<file path="config.mk">
export PLATFORM = sky130hd
export DESIGN_NAME = instr_decode
export DESIGN_NICKNAME = d
export VERILOG_FILES = /design/src/hdl/core_pkg.sv /design/src/hdl/instr_decode.sv
export VERILOG_INCLUDE_DIRS = /design/src /design/src/hdl
export SDC_FILE = /design/constraint.sdc
export NUM_CORES = 1
export LEC_CHECK = 0
export BUFFER_PORTS_ARGS = -buffer_cell sky130_fd_sc_hd__clkbuf_2
export CAP_MARGIN = 20
export CORE_ASPECT_RATIO = 2
export CORE_MARGIN = 5
export CORE_UTILIZATION = 25
export DETAILED_ROUTE_END_ITERATION = 10
export PLACE_DENSITY = 0.86
export SLEW_MARGIN = 30
export SYNTH_ARGS = -nofsm -noshare
export SYNTH_HDL_FRONTEND = slang
export SYNTH_SLANG_ARGS = --single-unit
export TNS_END_PERCENT = 5
</file>
<file path="constraint.sdc">
create_clock -name vclk -period 1.2
set_input_delay 0.12 -clock vclk [all_inputs]
set_output_delay 0.12 -clock vclk [all_outputs]
set_load 0.01 [all_outputs]
</file>
<file path="src/hdl/core_consts.svh">
`ifndef CORE_CONSTS_SVH
`define CORE_CONSTS_SVH

//////////////////////////////
// core sizing
//////////////////////////////

// data path and instruction word width
`define CORE_XLEN 32

// register address width, 32 architectural registers
`define CORE_RADDR_W 5

// instruction buffer slots
// keep even and >= 4 so a full pair always fits once ready is high
`define CORE_IBUF_DEPTH 8

`endif
</file>
<file path="src/hdl/core_pkg.sv">
`include "core_consts.svh"

package core_pkg;

    // opcode field, bits 31:26 of the instruction word
    typedef enum logic [5:0] {
        OP_NOP  = 6'd0,
        OP_ADD  = 6'd1,
        OP_SUB  = 6'd2,
        OP_AND  = 6'd3,
        OP_OR   = 6'd4,
        OP_XOR  = 6'd5,
        OP_SLT  = 6'd6,  // signed compare
        OP_ADDI = 6'd7,
        OP_LUI  = 6'd8
    } op_e;

    //////////////////////////////
    // pipeline records
    //////////////////////////////

    typedef struct packed {
        logic [`CORE_XLEN-1:0]    pc;   // pc of ir1, ir2 sits at pc + 4
        logic [`CORE_XLEN-1:0]    ir1;
        logic [`CORE_XLEN-1:0]    ir2;
        logic                     v1;
        logic                     v2;
    } fetch_pair_t;

    typedef struct packed {
        logic [`CORE_XLEN-1:0]    pc;
        logic [`CORE_XLEN-1:0]    ir;
    } instr_t;

    typedef struct packed {
        op_e                      op;
        logic [`CORE_RADDR_W-1:0] rd;
        logic [`CORE_RADDR_W-1:0] rs1;
        logic [`CORE_RADDR_W-1:0] rs2;
        logic [`CORE_XLEN-1:0]    imm;       // already extended
        logic                     uses_rs2;
        logic                     writes_rd;
        logic [`CORE_XLEN-1:0]    pc;
    } decoded_t;

    typedef struct packed {
        logic                     valid;
        op_e                      op;
        logic [`CORE_RADDR_W-1:0] rd;
        logic                     writes_rd;
        logic [`CORE_XLEN-1:0]    a;
        logic [`CORE_XLEN-1:0]    b;         // rs2 value or immediate
        logic [`CORE_XLEN-1:0]    pc;
    } issue_t;

    typedef struct packed {
        logic                     valid;
        logic [`CORE_RADDR_W-1:0] rd;
        logic                     writes_rd;
        logic [`CORE_XLEN-1:0]    result;
        logic [`CORE_XLEN-1:0]    pc;
    } retire_t;

endpackage

</file>
<file path="src/hdl/instr_decode.sv">
`timescale 1ns/1ps
`include "core_consts.svh"

module instr_decode (
    input  core_pkg::instr_t   i_instr,
    output core_pkg::decoded_t o_dec
);

    logic [5:0]     opc;
    logic [15:0]    imm16;
    core_pkg::op_e  op;

    assign opc   = i_instr.ir[31:26];
    assign imm16 = i_instr.ir[15:0];

    // unknown codes retire as nops
    always_comb begin
        case (opc)
            core_pkg::OP_ADD,
            core_pkg::OP_SUB,
            core_pkg::OP_AND,
            core_pkg::OP_OR,
            core_pkg::OP_XOR,
            core_pkg::OP_SLT,
            core_pkg::OP_ADDI,
            core_pkg::OP_LUI: op = core_pkg::op_e'(opc);
            default:          op = core_pkg::OP_NOP;
        endcase
    end

    //////////////////////////////
    // field extraction
    //////////////////////////////

    assign o_dec.op  = op;
    assign o_dec.rd  = i_instr.ir[25:21];
    assign o_dec.rs1 = i_instr.ir[20:16];
    assign o_dec.rs2 = i_instr.ir[15:11];   // overlaps imm, only read for r-type
    assign o_dec.pc  = i_instr.pc;

    // addi sign extends, lui keeps the raw 16 bits and the lane shifts
    assign o_dec.imm = (op == core_pkg::OP_ADDI) ?
                       {{(`CORE_XLEN-16){imm16[15]}}, imm16} :
                       {{(`CORE_XLEN-16){1'b0}}, imm16};

    assign o_dec.uses_rs2  = (op != core_pkg::OP_ADDI) && (op != core_pkg::OP_LUI);
    assign o_dec.writes_rd = (op != core_pkg::OP_NOP) && (i_instr.ir[25:21] != 5'd0);

endmodule

</file>
==> impl_results.md <==
* Post-DP Area at 397 um2
* Post-synth cell types at 12
* Number of placed instances, taps included at 92
* Minimum clock period at 1280 ps
* Most used cell, CP: buf_6
* GPL Wtd Cong at 0.674
* Worst Hold Endpoint: o_dec[17]
* Layout overhead on the synthesized area at -36.9%
* Metal3 WL at 732 um
* Number of synthesis warnings at 0
* Drt drc at 0
* VDD IR max at 0.0000678 V
* Core Area at 2740 um2
* Layout cell share with drive strength beyond 1 at 81.0%
* Fmax at 0.784 GHz
* Leakage at 0.000289 uW
* Initial core utilization at 25.7%
* Drt wl/cell at 21.8 um
* Area contributors post-synth: buf_4 (86%), and2_1 (2.7%), and3_1 (2.7%)
* Number of global-route vias before repair at 411
* DIE AREA at 4030 um2
* Final TNS setup at -286 ps
* M1 WL at 287 um
* Mapped Cells at 96
* Routed met2 length at 676 um
* Period utilization at 106%
* Max-slew violations at 0
* Post-CTS Hold Buffers at 0
* CP max FO at 4
* Synth Area per Inst at 7.31 um2
* Die X-Extent at 47.5 um
* Syn Std Cell Area at 702 um2
* Number of routed nets with antenna violations at 0
* Area leader, netlist: buf_4
* # Max-Cap Violations at 0
* Worst setup margin at -76.1 ps
* Worst Setup End Kind: output port
* I/O Buffers at 41
* Iteration-0 DRC Markers at 3
* # fillers at 315
* Antenna cell count at 0
* Slowest CP cell: or4_1
* Seq Cell Count at 0
* Layout Cells excl Fill at 92
* Failing checks: setup timing
* Hold path startpoint: i_instr[49]
* CP peak stage delay at 500 ps
* Smallest hold slack at 240 ps
* Cell Chain, Critical Path: buf_6, or4_1, and3_4, and2_4, buf_6
* Util after Layout at 16.2%
* Reg area at 0 um2
* CP Data Required Time at 1080 ps
* Highest Signal Layer: met4
* Ports at 151
* Row count at 27
* Vias at 412
* Worst EP arrival at 1160 ps
* Pin count of the biggest net entering global routing at 17
* Clock buffer cells at 0
* Crit path launch type: input port
* Nets@finish at 129
* Sequential-to-total area share from yosys stat at 0%
* Vias per Instance at 4.48
* First-pass GRT wire length at 2.50 mm
* Unrepaired setup endpoints after global routing: true
* Post-Route WL at 2.01 mm
* Setup CP Type: input port to output port
* Status: finished, violations left
* GRT Total Usage at 8.60%
* Post-synth top area share at 85.6%
* Design area at 443 um2
* Worst hold path class: input port to output port
* Final setup fails at 4
* Drt first pass iters at 4
* Final hold vios at 0
* Hold depth at 0
* Initial antenna violation count at 0
* PD cells at 232 nW/um2
* Die height at 84.9 um
* Congestion Overflow GR at 0
-- per-stage QoR --
step / worst slack, ps / power, uW
after floorplan: 70.0 / 246
after global placement: -99.1 / 87.7
after detailed placement: -132 / 91.6
after CTS: -80.1 / 98.4
after global routing: -112 / 114
final: -76.1 / 103
-- how the worst max path moves through the flow --
stage                      from         to  slack (ps)
floorplan           i_instr[29]  o_dec[51]          70
finish              i_instr[27]  o_dec[81]         -80
global route        i_instr[27]  o_dec[83]        -110
CTS                 i_instr[28]  o_dec[81]         -80
detailed placement  i_instr[27]  o_dec[81]        -130
global placement    i_instr[27]  o_dec[83]        -100
-- cells in the final DEF, fill, tap and decap left out --
master and instances:
a21o_1 1, and2_4 3, and3_1 1, and3_4 2, and4b_1 1, buf_12 1
buf_2 16, buf_4 3, buf_6 5, clkbuf_2 21, conb_1 2, nand2_1 1
nor2_1 1, nor3_1 1, o21a_1 1, o31ai_1 1, or4_1 2
-- layer usage --
| layer | vias up | global-route usage, % |
|---|---|---|
| met3 | 46 | 10.6 |
| li1 | 154 | - |
| met4 | 0 | 12.6 |
| met1 | 158 | 4.53 |
| met2 | 54 | 10.1 |
| met5 | - | 0 |
-- report_power, final --
group	internal (uW)	switching, uW
logic	54.5	48.4
registers	0	0
clock network	0	0
total	54.5	48.4
-- critical path, delay by kind of cell --
family                 cells  cell delay [ps]
buffers and inverters      2              200
and+or+nand+nor            3              840
-- layout make-up --
| type | count | area, um2 | area share, % |
|---|---|---|---|
| Tap cell | 29 | 36.3 | 8.19 |
| Timing Repair Buffer | 46 | 284 | 64.1 |
| Multi-Input combinational cell | 17 | 123 | 27.7 |
-- cells by family after synthesis --
logic type             Yosys count  synth area share [%]
other                            1                 0.534
AO/OA/AOI/OAI                    3                  3.21
buffers and inverters           80                  85.6
AND/OR/NAND/NOR                 12                  10.7
-- cell usage after synthesis --
cell type and instances:
buf_4 80, and2_1 3, and3_1 3, or4_1 2
a21o_1 1, and4b_1 1, conb_1 1, nand2_1 1
nor2_1 1, nor3_1 1, o21a_1 1, o31ai_1 1
-- what timing repair did --
action | CTS | global route
setup endpoints to repair | 20 | 20
buffers inserted | 0 | 0
gates resized for setup | 6 | 23
pin swaps | 5 | 1
Power figures use the tool's default switching activity.
