$ cat config.mk
export PLATFORM = sky130hd
export DESIGN_NAME = issue_dispatch
export DESIGN_NICKNAME = d
export VERILOG_FILES = /design/src/hdl/core_pkg.sv /design/src/hdl/issue_dispatch.sv
export VERILOG_INCLUDE_DIRS = /design/src /design/src/hdl
export SDC_FILE = /design/constraint.sdc
export NUM_CORES = 1
export LEC_CHECK = 0
export ABC_AREA = 0
export BUFFER_PORTS_ARGS = -buffer_cell sky130_fd_sc_hd__buf_2
export CORE_AREA = 2 2 265 267
export DETAILED_ROUTE_END_ITERATION = 8
export DIE_AREA = 0 0 267 269
export PLACE_DENSITY = 0.46
export SETUP_SLACK_MARGIN = 0.2
export SKIP_LAST_GASP = 1
export SLEW_MARGIN = 20
export SYNTH_ARGS = -nofsm -noshare
export SYNTH_HDL_FRONTEND = slang
export SYNTH_SLANG_ARGS = --single-unit
$ cat constraint.sdc
create_clock -name clk -period 1.45 [get_ports clk]
set_input_delay 0.29 -clock clk [delete_from_list [all_inputs] [get_ports clk]]
set_output_delay 0.29 -clock clk [all_outputs]
set_load 0.05 [all_outputs]
$ cat src/hdl/core_consts.svh
`ifndef CORE_CONSTS_SVH
`define CORE_CONSTS_SVH

//////////////////////////////
// core sizing
//////////////////////////////

// data path and instruction word width
`define CORE_XLEN 32

// register address width, 32 architectural registers
`define CORE_RADDR_W 5

// instruction buffer slots
// keep even and >= 4 so a full pair always fits once ready is high
`define CORE_IBUF_DEPTH 8

`endif
$ cat src/hdl/core_pkg.sv
`include "core_consts.svh"

package core_pkg;

    // opcode field, bits 31:26 of the instruction word
    typedef enum logic [5:0] {
        OP_NOP  = 6'd0,
        OP_ADD  = 6'd1,
        OP_SUB  = 6'd2,
        OP_AND  = 6'd3,
        OP_OR   = 6'd4,
        OP_XOR  = 6'd5,
        OP_SLT  = 6'd6,  // signed compare
        OP_ADDI = 6'd7,
        OP_LUI  = 6'd8
    } op_e;

    //////////////////////////////
    // pipeline records
    //////////////////////////////

    typedef struct packed {
        logic [`CORE_XLEN-1:0]    pc;   // pc of ir1, ir2 sits at pc + 4
        logic [`CORE_XLEN-1:0]    ir1;
        logic [`CORE_XLEN-1:0]    ir2;
        logic                     v1;
        logic                     v2;
    } fetch_pair_t;

    typedef struct packed {
        logic [`CORE_XLEN-1:0]    pc;
        logic [`CORE_XLEN-1:0]    ir;
    } instr_t;

    typedef struct packed {
        op_e                      op;
        logic [`CORE_RADDR_W-1:0] rd;
        logic [`CORE_RADDR_W-1:0] rs1;
        logic [`CORE_RADDR_W-1:0] rs2;
        logic [`CORE_XLEN-1:0]    imm;       // already extended
        logic                     uses_rs2;
        logic                     writes_rd;
        logic [`CORE_XLEN-1:0]    pc;
    } decoded_t;

    typedef struct packed {
        logic                     valid;
        op_e                      op;
        logic [`CORE_RADDR_W-1:0] rd;
        logic                     writes_rd;
        logic [`CORE_XLEN-1:0]    a;
        logic [`CORE_XLEN-1:0]    b;         // rs2 value or immediate
        logic [`CORE_XLEN-1:0]    pc;
    } issue_t;

    typedef struct packed {
        logic                     valid;
        logic [`CORE_RADDR_W-1:0] rd;
        logic                     writes_rd;
        logic [`CORE_XLEN-1:0]    result;
        logic [`CORE_XLEN-1:0]    pc;
    } retire_t;

endpackage

$ cat src/hdl/issue_dispatch.sv
`timescale 1ns/1ps
`include "core_consts.svh"

module issue_dispatch (
    input  logic                     clk,
    input  logic                     i_rst_n,
    input  core_pkg::decoded_t       i_dec_a,       // buffer head
    input  core_pkg::decoded_t       i_dec_b,       // second oldest
    input  logic                     i_head_valid,
    input  logic                     i_next_valid,
    output logic [1:0]               o_pop_cnt,
    output logic [`CORE_RADDR_W-1:0] o_raddr_a1,
    output logic [`CORE_RADDR_W-1:0] o_raddr_a2,
    output logic [`CORE_RADDR_W-1:0] o_raddr_b1,
    output logic [`CORE_RADDR_W-1:0] o_raddr_b2,
    input  logic [`CORE_XLEN-1:0]    i_rdata_a1,
    input  logic [`CORE_XLEN-1:0]    i_rdata_a2,
    input  logic [`CORE_XLEN-1:0]    i_rdata_b1,
    input  logic [`CORE_XLEN-1:0]    i_rdata_b2,
    input  core_pkg::retire_t        i_fwd_a,
    input  core_pkg::retire_t        i_fwd_b,
    output core_pkg::issue_t         o_issue_a,
    output core_pkg::issue_t         o_issue_b
);

    logic                  raw_hazard;
    logic                  issue_b_ok;
    logic [`CORE_XLEN-1:0] opnd_a1, opnd_a2, opnd_b1, opnd_b2;
    core_pkg::issue_t      issue_a_d, issue_b_d;

    // lane b is younger, so its result shadows lane a's
    function automatic logic [`CORE_XLEN-1:0] pick_operand(
        input logic [`CORE_RADDR_W-1:0] addr,
        input logic [`CORE_XLEN-1:0]    rf_data,
        input core_pkg::retire_t        fwd_a,
        input core_pkg::retire_t        fwd_b
    );
        logic [`CORE_XLEN-1:0] val;
        if (addr == '0) begin
            val = '0;
        end else if (fwd_b.valid && fwd_b.writes_rd && (fwd_b.rd == addr)) begin
            val = fwd_b.result;
        end else if (fwd_a.valid && fwd_a.writes_rd && (fwd_a.rd == addr)) begin
            val = fwd_a.result;
        end else begin
            val = rf_data;   // covers retire stage via write-through
        end
        return val;
    endfunction

    function automatic core_pkg::issue_t build_issue(
        input logic                  valid,
        input core_pkg::decoded_t    dec,
        input logic [`CORE_XLEN-1:0] opnd1,
        input logic [`CORE_XLEN-1:0] opnd2
    );
        core_pkg::issue_t rec;
        rec.valid     = valid;
        rec.op        = dec.op;
        rec.rd        = dec.rd;
        rec.writes_rd = dec.writes_rd;
        rec.a         = opnd1;
        rec.b         = dec.uses_rs2 ? opnd2 : dec.imm;
        rec.pc        = dec.pc;
        return rec;
    endfunction

    //////////////////////////////
    // slot grant
    //////////////////////////////

    assign raw_hazard = i_dec_a.writes_rd &&
                        ((i_dec_a.rd == i_dec_b.rs1) ||
                         (i_dec_b.uses_rs2 && (i_dec_a.rd == i_dec_b.rs2)));

    assign issue_b_ok = i_head_valid && i_next_valid && !raw_hazard;
    assign o_pop_cnt  = !i_head_valid ? 2'd0 : (issue_b_ok ? 2'd2 : 2'd1);

    // operand fetch
    assign o_raddr_a1 = i_dec_a.rs1;
    assign o_raddr_a2 = i_dec_a.rs2;
    assign o_raddr_b1 = i_dec_b.rs1;
    assign o_raddr_b2 = i_dec_b.rs2;

    assign opnd_a1 = pick_operand(o_raddr_a1, i_rdata_a1, i_fwd_a, i_fwd_b);
    assign opnd_a2 = pick_operand(o_raddr_a2, i_rdata_a2, i_fwd_a, i_fwd_b);
    assign opnd_b1 = pick_operand(o_raddr_b1, i_rdata_b1, i_fwd_a, i_fwd_b);
    assign opnd_b2 = pick_operand(o_raddr_b2, i_rdata_b2, i_fwd_a, i_fwd_b);

    assign issue_a_d = build_issue(i_head_valid, i_dec_a, opnd_a1, opnd_a2);
    assign issue_b_d = build_issue(issue_b_ok, i_dec_b, opnd_b1, opnd_b2);

    always_ff @(posedge clk or negedge i_rst_n) begin
        if (!i_rst_n) begin
            o_issue_a.valid <= 1'b0;
            o_issue_b.valid <= 1'b0;
        end else begin
            o_issue_a <= issue_a_d;
            o_issue_b <= issue_b_d;
        end
    end

    // a second candidate only ever sits behind a valid head
    lane_order: assert property (@(posedge clk) disable iff (!i_rst_n)
        i_next_valid |-> i_head_valid);

endmodule

==> out/qor.json <==
{
  "port_buffers": {"value": 623},
  "cp-start-kind": {"value": "primary input"},
  "drt-initial-drc-count": {"value": 522},
  "final_util": {"value": 0.310},
  "core_area": {"value": 0.0693, "unit": "sq mm"},
  "p_switching": {"value": 6680, "unit": "uW"},
  "clock_power_share": {"value": 0.323},
  "routed_via_density": {"value": 4.02},
  "timing.final.setup_violations": {"value": 99},
  "layout-area-overhead-vs-synth": {"value": 94.9, "unit": "%"},
  "initial_util": {"value": 0.159},
  "crit_arrival": {"value": 1460, "unit": "ps"},
  "die_height": {"value": 269, "unit": "um"},
  "cts_buffer_depth": {"value": 3},
  "ioPinCount": {"value": 688},
  "postSynthRegisterBits": {"value": 218},
  "mappedNetlistArea": {"value": 0.0110, "unit": "sq mm"},
  "run_status": {"value": "finished, violations left"},
  "die-width": {"value": 267, "unit": "um"},
  "timing.hold.worst.class": {"value": "in2reg"},
  "first_pass_grt_wire_length": {"value": 78400, "unit": "um"},
  "grt_pass1_vias": {"value": 11100},
  "peak_supply_drop": {"value": 0.663, "unit": "mV"},
  "max_freq": {"value": 0.571, "unit": "GHz"},
  "netlist_instances": {"value": 828},
  "post-route-worst-setup-slack": {"value": -300, "unit": "ps"},
  "row_count": {"value": 97},
  "mostFrequentLayoutCells": {"value": "buf_2 (388), buf_6 (240), edfxtp_1 (216)"},
  "hpwlAfterDp": {"value": 40700, "unit": "um"},
  "finalCritPeriodShare": {"value": 1.21},
  "wl_per_cell": {"value": 22.5, "unit": "um"},
  "layout.cells.most_common": {"value": "buf_2"},
  "pin_count_of_the_biggest_net_entering_global_routing": {"value": 37},
  "ys_warns": {"value": 0},
  "worst_setup_path_end_kind": {"value": "output port"},
  "htreeDepth": {"value": 1},
  "finish.instance_area": {"value": 0.0215, "unit": "sq mm"},
  "gp_routability_congestion": {"value": 0.814},
  "combPwrFrac": {"value": 0.293},
  "slew-limit-headroom": {"value": 0.694},
  "power_leakage": {"value": 0.00935, "unit": "uW"},
  "finalCriticalPeriod": {"value": 1750, "unit": "ps"},
  "maximum_capacitance_violations": {"value": 0},
  "place_area": {"value": 0.0161, "unit": "sq mm"},
  "slew_violations": {"value": 0},
  "cts_made_buffers": {"value": 28},
  "post_detailed_routing_wire_length": {"value": 59200, "unit": "um"},
  "cts.reportedPaths.clkPinSlew": {"value": 60, "unit": "ps"},
  "post_route_cells_drive_above_1_share": {"value": 0.594},
  "die-area": {"value": 0.0718, "unit": "sq mm"},
  "cts.sinks": {"value": 218},
  "route.vias.total": {"value": 10600},
  "syn_area_per_cell": {"value": 13.3, "unit": "sq um"},
  "final-hold-violation-count": {"value": 0},
  "root_buffer_cell": {"value": "clkbuf_16"},
  "cell_internal_pwr": {"value": 13700, "unit": "uW"},
  "grt_setup_unrepaired": {"value": "true"},
  "failing_checks": {"value": "setup timing"},
  "detail_route.drc_violations": {"value": 0},
  "grt.overflow.total": {"value": 0},
  "worst-path-max-fanout": {"value": 3},
  "synth_sequential_area_ratio": {"value": 0.592},
  "yosys.cell_types.count": {"value": 38},
  "required": {"value": 1160, "unit": "ps"},
  "worst_max_slew_pin_slew": {"value": 458, "unit": "ps"},
  "setup_tns": {"value": -9420, "unit": "ps"},
  "syn-num-nets": {"value": 1276},
  "switching_share": {"value": 0.327},
  "seq_power_share": {"value": 0.385},
  "num-nets-final": {"value": 2117},
  "setup.worst_path.class": {"value": "in2out"},
  "tritoncts": {"value": "built"},
  "grt_antenna_before_repair": {"value": 6},
  "groute.usage.overall": {"value": 0.151},
  "count_of_antenna_violating_nets_left_after_detailed_routing": {"value": 0},
  "detailedRoute.firstPassIterationCount": {"value": 4},
  "hold_ws": {"value": 50.9, "unit": "ps"},
  "pwr_density_cell": {"value": 949, "unit": "mW/mm^2"}
}
[per-layer routing]
metal / part of all wire / vias to the layer above / GRT usage
li1: - / 4813 / -
met1: 0.41 / 5296 / 0.187
met2: 0.51 / 409 / 0.270
met3: 0.059 / 69 / 0.0270
met4: 0.026 / 0 / 0.0425
met5: 0 / - / 0
[synthesized netlist by cell type]
library cell	number	area share
nand2b_2	1	0.00079
xor2_1	19	0.015
clkbuf_2	4	0.0018
a211oi_2	23	0.026
or4_1	4	0.0027
nand4_1	5	0.0028
o221a_2	1	0.0010
a21boi_0	1	0.00068
nand3_1	1	0.00045
edfxtp_1	216	0.59
o22ai_1	1	0.00057
nor2b_1	33	0.019
mux2i_1	128	0.12
and2_1	2	0.0011
nand2b_1	32	0.018
or2_2	1	0.00057
nand4_2	4	0.0045
o221ai_2	10	0.014
xnor2_1	29	0.023
a221oi_2	1	0.0014
o21ai_0	4	0.0018
o221ai_1	22	0.017
inv_1	34	0.012
o21ai_1	29	0.013
o21a_1	1	0.00068
nor2_1	66	0.022
buf_4	24	0.016
nor4_2	5	0.0057
a211oi_1	41	0.028
buf_2	21	0.0095
buf_1	1	0.00034
nand2_1	4	0.0014
clkbuf_1	13	0.0044
dfrtp_1	2	0.0045
or3_1	1	0.00057
buf_6	10	0.010
a21oi_1	32	0.015
nor3_1	2	0.00091
[layout make-up]
| class | instances | area [sq um] |
|---|---|---|
| multi-input combinational | 503 | 4950 |
| clock inverter | 13 | 86.3 |
| tap | 940 | 1180 |
| antenna | 5 | 12.5 |
| clock buffer | 35 | 748 |
| sequential | 218 | 6540 |
| fill | 6990 | 47800 |
| timing repair buffer | 884 | 7880 |
| inverter | 34 | 128 |
[cell families (layout without fill, tap and decap cells)]
kind of cell           count (synthesis)  count (layout)  synth area share
XOR/XNOR                              48              48            0.0381
buffers and inverters                107             966            0.0542
flip-flops                           218             218             0.592
other                                  0               5                 0
multiplexers                         128             128             0.116
AO/OA/AOI/OAI                        166             166             0.119
AND/OR/NAND/NOR                      161             161            0.0808
[sequential cells by signal, indices dropped and copies added (netlist names)]
| register | cells |
|---|---|
| o_issue_a | 109 |
| o_issue_b | 109 |
[path summary, 6_finish.rpt]
kind / startpoint / to / slack, ps / depth (start not counted)
setup / recovery: i_dec_b[70] / o_pop_cnt[1] / -300 / 9
hold / removal: i_dec_b[39] / o_issue_b[37]$_DFFE_PP_ / 50 / 3
max in group asynchronous: i_rst_n / o_issue_b[108]$_DFF_PN0_ / 790 / 3
min in group asynchronous: i_rst_n / o_issue_a[108]$_DFF_PN0_ / 520 / 3
[worst max-delay path, cell delays in order]
cell and delay, ps:
buf_6 90, buf_6 110, buf_6 110, xnor2_2 110, nand4_1 100, o22ai_2 90, a21boi_2 230, and2_4 190
buf_8 130
[through the flow]
| stage | power (uW) | setup slack, ps | instances |
|---|---|---|---|
| floorplan | 10600 | -213 | 828 |
| global placement | 12500 | -834 | 2409 |
| detailed placement | 12500 | -800 | 2409 |
| CTS | 20500 | -290 | 2619 |
| global route | 21200 | -310 | 2629 |
| finish | 20400 | -300 | 2632 |
[power groups by stage]
| stage | Combinational, uW | Sequential, uW | Clock (uW) |
|---|---|---|---|
| 3_5_place_dp | 4670 | 7840 | 0 |
| 6_report | 5970 | 7860 | 6590 |
| 4_1_cts | 5850 | 7860 | 6780 |
| 3_3_place_gp | 4650 | 7840 | 0 |
| 2_1_floorplan | 876 | 9750 | 0 |
| 5_1_grt | 6220 | 7910 | 7020 |
[timing repair]
action / 4_1_cts / 5_1_grt
endpoints found under the hold margin: 120 / 0
hold buffers: 118 / 0
setup endpoints to repair: 348 / 348
gates resized for setup: 574 / 104
pin swaps: 38 / 46
buffers inserted: 26 / 3
gates cloned: 18 / 5
Power figures use the tool's default switching activity.
