$ cat src/hdl/core_consts.svh
`ifndef CORE_CONSTS_SVH
`define CORE_CONSTS_SVH

//////////////////////////////
// core sizing
//////////////////////////////

// data path and instruction word width
`define CORE_XLEN 32

// register address width, 32 architectural registers
`define CORE_RADDR_W 5

// instruction buffer slots
// keep even and >= 4 so a full pair always fits once ready is high
`define CORE_IBUF_DEPTH 8

`endif
$ cat src/hdl/core_pkg.sv
`include "core_consts.svh"

package core_pkg;

    // opcode field, bits 31:26 of the instruction word
    typedef enum logic [5:0] {
        OP_NOP  = 6'd0,
        OP_ADD  = 6'd1,
        OP_SUB  = 6'd2,
        OP_AND  = 6'd3,
        OP_OR   = 6'd4,
        OP_XOR  = 6'd5,
        OP_SLT  = 6'd6,  // signed compare
        OP_ADDI = 6'd7,
        OP_LUI  = 6'd8
    } op_e;

    //////////////////////////////
    // pipeline records
    //////////////////////////////

    typedef struct packed {
        logic [`CORE_XLEN-1:0]    pc;   // pc of ir1, ir2 sits at pc + 4
        logic [`CORE_XLEN-1:0]    ir1;
        logic [`CORE_XLEN-1:0]    ir2;
        logic                     v1;
        logic                     v2;
    } fetch_pair_t;

    typedef struct packed {
        logic [`CORE_XLEN-1:0]    pc;
        logic [`CORE_XLEN-1:0]    ir;
    } instr_t;

    typedef struct packed {
        op_e                      op;
        logic [`CORE_RADDR_W-1:0] rd;
        logic [`CORE_RADDR_W-1:0] rs1;
        logic [`CORE_RADDR_W-1:0] rs2;
        logic [`CORE_XLEN-1:0]    imm;       // already extended
        logic                     uses_rs2;
        logic                     writes_rd;
        logic [`CORE_XLEN-1:0]    pc;
    } decoded_t;

    typedef struct packed {
        logic                     valid;
        op_e                      op;
        logic [`CORE_RADDR_W-1:0] rd;
        logic                     writes_rd;
        logic [`CORE_XLEN-1:0]    a;
        logic [`CORE_XLEN-1:0]    b;         // rs2 value or immediate
        logic [`CORE_XLEN-1:0]    pc;
    } issue_t;

    typedef struct packed {
        logic                     valid;
        logic [`CORE_RADDR_W-1:0] rd;
        logic                     writes_rd;
        logic [`CORE_XLEN-1:0]    result;
        logic [`CORE_XLEN-1:0]    pc;
    } retire_t;

endpackage

$ cat src/hdl/instr_buffer.sv
`timescale 1ns/1ps
`include "core_consts.svh"

module instr_buffer (
    input  logic                  clk,
    input  logic                  i_rst_n,
    input  logic                  i_fetch_valid,
    input  core_pkg::fetch_pair_t i_fetch,
    output logic                  o_fetch_ready,
    output core_pkg::instr_t      o_head,
    output logic                  o_head_valid,
    output core_pkg::instr_t      o_next,
    output logic                  o_next_valid,
    input  logic [1:0]            i_pop_cnt
);

    localparam int DEPTH = `CORE_IBUF_DEPTH;
    localparam int PTR_W = $clog2(DEPTH);
    localparam int CNT_W = $clog2(DEPTH + 1);
    localparam logic [`CORE_XLEN-1:0] PC_STEP = 4;

    core_pkg::instr_t mem [DEPTH];

    logic [PTR_W-1:0] wr_ptr_q;
    logic [PTR_W-1:0] rd_ptr_q;
    logic [PTR_W-1:0] rd_ptr_nx;    // slot behind the head
    logic [CNT_W-1:0] count_q;

    logic             fetch_fire;
    logic [1:0]       push_cnt;
    core_pkg::instr_t first_in;
    core_pkg::instr_t second_in;

    // pointer advance with wrap, depth need not be a power of two
    function automatic logic [PTR_W-1:0] ptr_step(
        input logic [PTR_W-1:0] ptr,
        input logic [1:0]       n
    );
        logic [PTR_W:0] sum;
        sum = {1'b0, ptr} + {{(PTR_W-1){1'b0}}, n};
        if (sum >= (PTR_W+1)'(DEPTH)) begin
            sum = sum - (PTR_W+1)'(DEPTH);
        end
        return sum[PTR_W-1:0];
    endfunction

    //////////////////////////////
    // push side
    //////////////////////////////

    assign o_fetch_ready = (count_q <= CNT_W'(DEPTH - 2));  // room for a whole pair
    assign fetch_fire    = i_fetch_valid && o_fetch_ready;
    assign push_cnt      = fetch_fire ? ({1'b0, i_fetch.v1} + {1'b0, i_fetch.v2}) : 2'd0;

    // a lone v2 still lands in the first free slot
    assign first_in.pc  = i_fetch.v1 ? i_fetch.pc  : i_fetch.pc + PC_STEP;
    assign first_in.ir  = i_fetch.v1 ? i_fetch.ir1 : i_fetch.ir2;
    assign second_in.pc = i_fetch.pc + PC_STEP;
    assign second_in.ir = i_fetch.ir2;

    always_ff @(posedge clk) begin
        if (push_cnt != 2'd0) begin
            mem[wr_ptr_q] <= first_in;
        end
        if (push_cnt == 2'd2) begin
            mem[ptr_step(wr_ptr_q, 2'd1)] <= second_in;
        end
    end

    //////////////////////////////
    // pointers and occupancy
    //////////////////////////////

    always_ff @(posedge clk or negedge i_rst_n) begin
        if (!i_rst_n) begin
            wr_ptr_q <= '0;
            rd_ptr_q <= '0;
            count_q  <= '0;
        end else begin
            wr_ptr_q <= ptr_step(wr_ptr_q, push_cnt);
            rd_ptr_q <= ptr_step(rd_ptr_q, i_pop_cnt);
            count_q  <= count_q + CNT_W'(push_cnt) - CNT_W'(i_pop_cnt);
        end
    end

    // pop side, two oldest entries
    assign rd_ptr_nx    = ptr_step(rd_ptr_q, 2'd1);
    assign o_head       = mem[rd_ptr_q];
    assign o_next       = mem[rd_ptr_nx];
    assign o_head_valid = (count_q >= CNT_W'(1));
    assign o_next_valid = (count_q >= CNT_W'(2));

    // dispatch must never take more than is offered
    pop_in_range: assert property (@(posedge clk) disable iff (!i_rst_n)
        i_pop_cnt <= ({1'b0, o_head_valid} + {1'b0, o_next_valid}));

endmodule

$ cat config.mk
export PLATFORM = sky130hd
export DESIGN_NAME = instr_buffer
export DESIGN_NICKNAME = d
export VERILOG_FILES = /design/src/hdl/core_pkg.sv /design/src/hdl/instr_buffer.sv
export VERILOG_INCLUDE_DIRS = /design/src /design/src/hdl
export SDC_FILE = /design/constraint.sdc
export NUM_CORES = 1
export LEC_CHECK = 0
export ABC_AREA = 1
export ABC_CLOCK_PERIOD_IN_PS = 11100
export BUFFER_PORTS_ARGS = -buffer_cell sky130_fd_sc_hd__buf_2
export CORE_AREA = 2 2 332 334
export DETAILED_ROUTE_END_ITERATION = 8
export DIE_AREA = 0 0 334 336
export GPL_TIMING_DRIVEN = 0
export PLACE_DENSITY = 0.46
export SYNTH_ARGS = -nofsm -noshare
export SYNTH_HDL_FRONTEND = slang
export SYNTH_SLANG_ARGS = --single-unit
$ cat constraint.sdc
create_clock -name clk -period 11.1 [get_ports clk]
set_input_delay 1.11 -clock clk [delete_from_list [all_inputs] [get_ports clk]]
set_output_delay 1.11 -clock clk [all_outputs]
set_load 0.02 [all_outputs]
==> qor.yml, run 1 <==
logic_synthesis:
  synthXorXnorAreaFrac_pct: 0.441
  synth_mux_area_share_pct: 0
  synth.most_common_cell: "nand2_1"
  yosysTopAreaCellShare_pct: 47.6
  synth_seq_area_share_pct: 48.3
  async_flop_share_pct: 1.92
  yosysWarnings: 0
  synth_seq_cells: 522
  netlist_area_sq_um: 32300
  synth.area.top_cells: "edfxtp_1 48%, o21ai_0 13%, nand2_1 11%"
  yosys.area_share.simple_pct: 19.3
  synthAdderAreaFrac_pct: 0.751
  synth_cells: 4127
  synthFlopType: "edfxtp_1"
  netlist_top_cells_count: "950 x nand2_1, 861 x o21ai_0, 512 x edfxtp_1"
  syn_avg_cell_area_sq_um: 7.83
  synthDistinctLibCells: 40
  synth_compound_area_share_pct: 23.2
  syn-num-nets: 4247
  synth_edf_count: 512
  synth_top_family_by_area: "compound AO/OA/AOI/OAI gates"
  yosys.area.top_type: "edfxtp_1"
detailed_routing:
  vias: 32541
  vias_per_cell: 5.50
  drc_errors: 0
  first_pass_iters: 6
  ant_nets: 0
  drt_iter0_markers: 3727
  wl_microns: 156000
  wl_per_cell_microns: 26.3
global_route:
  grt-ovfl-total: 0
  use_met3_pct: 4.81
  use_met2_pct: 44.2
  grt_usage_pct: 27.0
  grt_pass1_wl_microns: 219000
  grt_max_degree: 22
  use_met1_pct: 35.6
  first_global_vias: 30838
  grt.busiest_layer: "met2"
  antenna_found_initial: 11
clocking:
  htree_levels: 3
  cts_buffers: 67
  insertion_delay_ns: 0.61
  cts_tree: "built"
  postCtsHoldBufs: 0
  root_buffer: "clkbuf_16"
  post-cts-setup-buffers: 0
  cts_max_path_buffers: 3
  post_cts_resize_count: 0
  clk_pin_slew_ns: 0.05
  clock_sinks: 522
cells_and_area:
  nets: 4581
  layout-drive-gt1-share_pct: 11.4
  layout.cells.non_filler: 5920
  syn_to_final_growth_pct: 17.5
  nFillCells: 11475
power:
  peakVddDrop_mv: 0.225
  power.leakage_nw: 15.1
  power.total_w: 0.0117
  power-per-cell-area_nw_per_um2: 308
worst_setup_path:
  worst-r2r-cell-count: 15
  path_delay_family: "buffers and inverters"
  cp.arrival_ns: 4.29
  worst-path-max-fanout: 10
  critPathKind: "reg2out"
  cp-end-kind: "output port"
  crit_slowest_cell: "clkbuf_1"
  cp.required_ns: 9.99
  cpPeakStageDelay_ns: 1.06
  cp-start-kind: "flip-flop"
  crit_chain: "ha_1, clkbuf_1, clkbuf_1, o211ai_1, a31oi_1, buf_2"
  timing.critical_path.mode_cell: "clkbuf_1"
  critPathBufInv: 3
  ff2ff_setup_slack_ns: 7.76
  crit_cells: 6
status:
  status: "finished clean"
placed_design:
  dp.cells: 5806
  io_buffers: 233
  gp_congestion: 0.893
  hpwlAfterDp_microns: 114000
timing:
  tightest_slew_ns: 1.46
  setup-tns-final_ns: 0
  fin_crit_ns: 5.40
  rsz0062_at_grt: "false"
  min_period_over_period_pct: 48.6
  final-max-slew-violation-count: 0
  holdWs_ns: 0.398
  hold_violations: 0
  finalSetupViolations: 0
  worst_clock_skew_ns: 0.0201
  slew_headroom_pct: 2.48
  fmax_ghz: 0.185
floorplan:
  dieArea_sq_um: 112000
  ioPinCount: 234
  row_count: 121
  start_util_pct: 29.8
  die-height_microns: 336
  core_sq_um: 108000
  die_x_microns: 334
run:
  maxCapViolCount: 0
hold_path:
  worst_hold_path_type: "in2async"
final cells by class:
type	instances	area (sq um)	area share, %
clock inverter	24	180	0.474
buffer	308	1480	3.89
inverter	295	1110	2.93
multi-input combinational	3002	14200	37.4
antenna	2	5.00	0.0132
sequential	522	15600	41.1
tap	1414	1770	4.66
clock buffer	88	1840	4.85
timing repair buffer	265	1760	4.64
logic make-up after synthesis:
logic type      Yosys count
flops                   522
compound gates         1428
fa+ha+maj                17
simple gates           1545
buf+inv                 603
xor+xnor                 12
routing by layer:
layer	share of wire, %	wire (microns)
met1	41	63900
met2	46	71700
met3	8.9	13900
met4	3.9	6090
met5	0.019	29
per-stage QoR:
| step | area, sq um | setup WS [ns] | util (%) |
|---|---|---|---|
| global placement | 35300 | -1.88 | 32.5 |
| CTS | 38000 | 5.89 | 35.0 |
| global route | 38000 | 5.78 | 35.0 |
| detailed placement | 36000 | 6.55 | 33.2 |
| floorplan | 32300 | 3.98 | - |
| finish | 38000 | 5.70 | 35.0 |
worst reg2reg max path, delay by kind of cell, from the launching register on:
family,cells,cell delay [ns]
AO/OA/AOI/OAI,1,0.28
adder cells (fa/ha/maj),1,0.17
buffers and inverters,7,1.42
AND/OR/NAND/NOR,6,0.74
flip-flops,1,0.40
cell usage in the layout, fill, tap and decap left out, drive strengths merged:
cell    count
a21o        1
o21ai     906
dfrtp      10
o211ai     64
ha         13
xor2        7
or2         1
clkbuf    270
xnor2       5
nor3        3
edfxtp    512
nand3     196
a21oi     323
bufinv      3
nor2      376
o31ai       4
fa          4
o21bai      2
diode       2
clkinv     21
buf       391
a31oi     127
nand4       1
nand2     967
inv       295
o21a        1
nand3b      1
worst paths after layout:
kind	from	endpoint
max	rd_ptr_q[0]	o_next[37]
min	i_rst_n	count_q[0]
max reg2reg	count_q[3]	mem[6][20]
min reg2reg	rd_ptr_q[0]	rd_ptr_q[0]
max in group asynchronous	i_rst_n	rd_ptr_q[2]
min in group clk	rd_ptr_q[0]	rd_ptr_q[0]
power breakdown:
part / switching, W / internal, W
registers: 0.0000758 / 0.00243
logic: 0.00528 / 0.00181
clock network: 0.000884 / 0.00123
flip-flops by register name, indices dropped and copies added, names as in the netlist:
name	cells
wr_ptr_q	3
mem	512
rd_ptr_q	3
count_q	4
No activity file was read; power rests on OpenSTA's default activity.
==> run 2: changes to the inputs <==
- ABC_CLOCK_PERIOD_IN_PS: 11100 -> 4900
- PLACE_DENSITY: 0.46 -> 0.48
- clock period: 11.1 -> 4.9 ns (I/O delays scaled with it)
==> run 2 against run 1 <==
The flow now finishes with violations (max-capacitance violations, max-slew violations). Wire length is 0.60% lower. Critical path depth up 1. Sequential cell count did not move. Cell area about the same. Power rose by 130%. First-iteration DRC count is 7.1% lower. Cell count hardly changed. Sequential power rose by 130%. Register-to-register slack got worse by 6.1 ns. Worst hold slack got worse by 0.25 ns. Highest routed layer unchanged.
==> qor.yml, run 2 (synthesized netlist as in run 1, its figures left out) <==
clocking:
  cts_tree: "built"  # unchanged
  insertion_delay_ns: 0.64  # was 0.61 ns
  cts_max_path_buffers: 3  # unchanged
  cts_buffers: 66  # was 67
  root_buffer: "clkbuf_16"  # unchanged
  clock_sinks: 522  # unchanged
  post-cts-setup-buffers: 0  # unchanged
  htree_levels: 3  # unchanged
  clk_pin_slew_ns: 0.06  # was 0.05 ns
detailed_routing:
  route.met2.wl_microns: 69900  # was 71700 microns
  ant_nets: 0  # unchanged
  wl_met3_microns: 14100  # was 13900 microns
  top_layer: "met5"  # unchanged
  drc_errors: 0  # unchanged
  wl_per_cell_microns: 26.1  # was 26.3 microns
  first_pass_iters: 6  # unchanged
  m1WireLength_microns: 62900  # was 63900 microns
  wl_microns: 155000  # was 156000 microns
  vias_per_cell: 5.51  # was 5.50
  drt_iter0_markers: 3462  # was 3727
  vias: 32629  # was 32541
worst_setup_path:
  worst-r2r-cell-count: 9  # was 15
  cp-end-kind: "output port"  # unchanged
  cp-start-kind: "flip-flop"  # unchanged
  cp.arrival_ns: 4.39  # was 4.29 ns
  ff2ff_setup_slack_ns: 1.70  # was 7.76 ns
  critPathKind: "reg2out"  # unchanged
  worst-path-max-fanout: 10  # unchanged
  cp.required_ns: 4.41  # was 9.99 ns
timing:
  finalSetupViolations: 0  # unchanged
  rsz0062_at_grt: "false"  # unchanged
  holdWs_ns: 0.149  # was 0.398 ns
  slew_headroom_pct: -4.08  # was 2.48%
  fmax_ghz: 0.205
  fin_crit_ns: 4.88
  min_period_over_period_pct: 99.5
  final-max-slew-violation-count: 11  # was 0
  hold_violations: 0  # unchanged
  tightest_slew_ns: 1.56  # was 1.46 ns
  worst_clock_skew_ns: 0.0333  # was 0.0201 ns
hold_path:
  hold_depth: 1
  worst_hold_path_type: "in2reg"  # was in2async
placed_design:
  gp_congestion: 0.889  # was 0.893
  io_buffers: 233  # unchanged
  hpwlAfterDp_microns: 113000  # was 114000 microns
cells_and_area:
  layout-drive-gt1-share_pct: 11.5  # was 11.4%
  largest_reg_flops: 512  # unchanged
  syn_to_final_growth_pct: 17.6  # was 17.5%
  nFillCells: 11506  # was 11475
  layout_common_cells: "950 x nand2_1, 857 x o21ai_0, 512 x edfxtp_1"  # unchanged
  top_register: "mem"  # unchanged
  reg_top3: "mem (512), count_q (4)"  # unchanged
  nets: 4581  # unchanged
  final_common_cell: "nand2_1"  # unchanged
floorplan:
  core_sq_um: 108000  # unchanged
  dieArea_sq_um: 112000  # unchanged
  die_x_microns: 334  # unchanged
  ioPinCount: 234  # unchanged
  row_count: 121  # unchanged
  start_util_pct: 29.8  # unchanged
  die-height_microns: 336  # unchanged
power:
  power-per-cell-area_nw_per_um2: 698  # was 308 nW/um^2
  power.total_w: 0.0265  # was 0.0117 W
  peakVddDrop_mv: 0.530  # was 0.225 mV
  power.leakage_nw: 15.2  # was 15.1 nW
global_route:
  grt_max_degree: 22  # unchanged
  grt_pass1_wl_microns: 218000  # was 219000 microns
  grt-ovfl-total: 0  # unchanged
  first_global_vias: 31057  # was 30838
  grt_usage_pct: 26.7  # was 27.0%
  antenna_found_initial: 13  # was 11
run:
  maxCapViolCount: 1  # was 0
status:
  status: "finished, violations left"  # was finished clean
  violations: "max-capacitance violations, max-slew violations"
==> run 2: cell types whose count changed in the layout (fill, tap and decap cells not counted), sizes merged <==
| cell | previous run | this run |
|---|---|---|
| bufinv | 3 | 4 |
| clkbuf | 270 | 263 |
| clkinv | 21 | 26 |
| diode | 2 | 3 |
| dlygate4sd3 | 0 | 1 |
| inv | 295 | 296 |
==> run 2: cell type report <==
class	instances	area, sq um	area share [%]
Clock buffer	81	1770	4.66
Antenna cell	3	7.51	0.0198
Clock inverter	31	246	0.649
Buffer	308	1480	3.89
Timing Repair Buffer	266	1790	4.70
Multi-Input combinational cell	3002	14200	37.4
Inverter	295	1110	2.92
Sequential cell	522	15600	41.1
Tap cell	1414	1770	4.65
==> run 2: repair_timing <==
| item | CTS | global route |
|---|---|---|
| resized for setup | 0 | 3 |
| endpoints found under the setup margin | 0 | 1 |
| hold buffers | 1 | 0 |
| endpoints found under the hold margin | 10 | 0 |
==> run 2: through the flow <==
stage	area [sq um]	worst slack, ns	setup TNS [ns]	instances	util [%]
after floorplan	32300	-1.60	-761.10	4127	-
after global placement	35300	-7.87	-3649.69	5774	32.5
after detailed placement	36000	0.888	0	5806	33.2
after CTS	38000	0.221	0	5919	35.1
after global routing	38000	0.155	0	5921	35.1
final	38000	0.0236	0	5922	35.1
==> run 2: per-layer routing <==
layer	up-vias	track usage (%)
li1	14933	-
met1	15698	34.7
met2	1654	42.8
met3	336	5.39
met4	8	12.6
met5	-	0
==> run 2: power by group <==
| group | switching (W) | total [W] | internal, W |
|---|---|---|---|
| sequential | 0.000177 | 0.00567 | 0.00549 |
| clock | 0.00207 | 0.00484 | 0.00276 |
| combinational | 0.0119 | 0.0160 | 0.00410 |
==> run 2: path summary, 6_finish.rpt <==
kind / start / to
worst min-delay path: i_fetch[66] / mem[6][32]
worst min register to register: rd_ptr_q[0] / rd_ptr_q[0]
worst max register to register: count_q[3] / mem[2][12]
max in group asynchronous: i_rst_n / wr_ptr_q[0]
min in group asynchronous: i_rst_n / rd_ptr_q[2]
worst max-delay path: rd_ptr_q[0] / o_next[40]
==> run 2: worst max-delay path, stage by stage (launching register included) <==
cell	delay, ns
dfrtp_1	0.41
ha_1	0.22
xor2_1	0.16
clkbuf_1	1.16
clkbuf_1	0.63
nor2_1	0.11
a31oi_1	0.76
buf_2	0.31
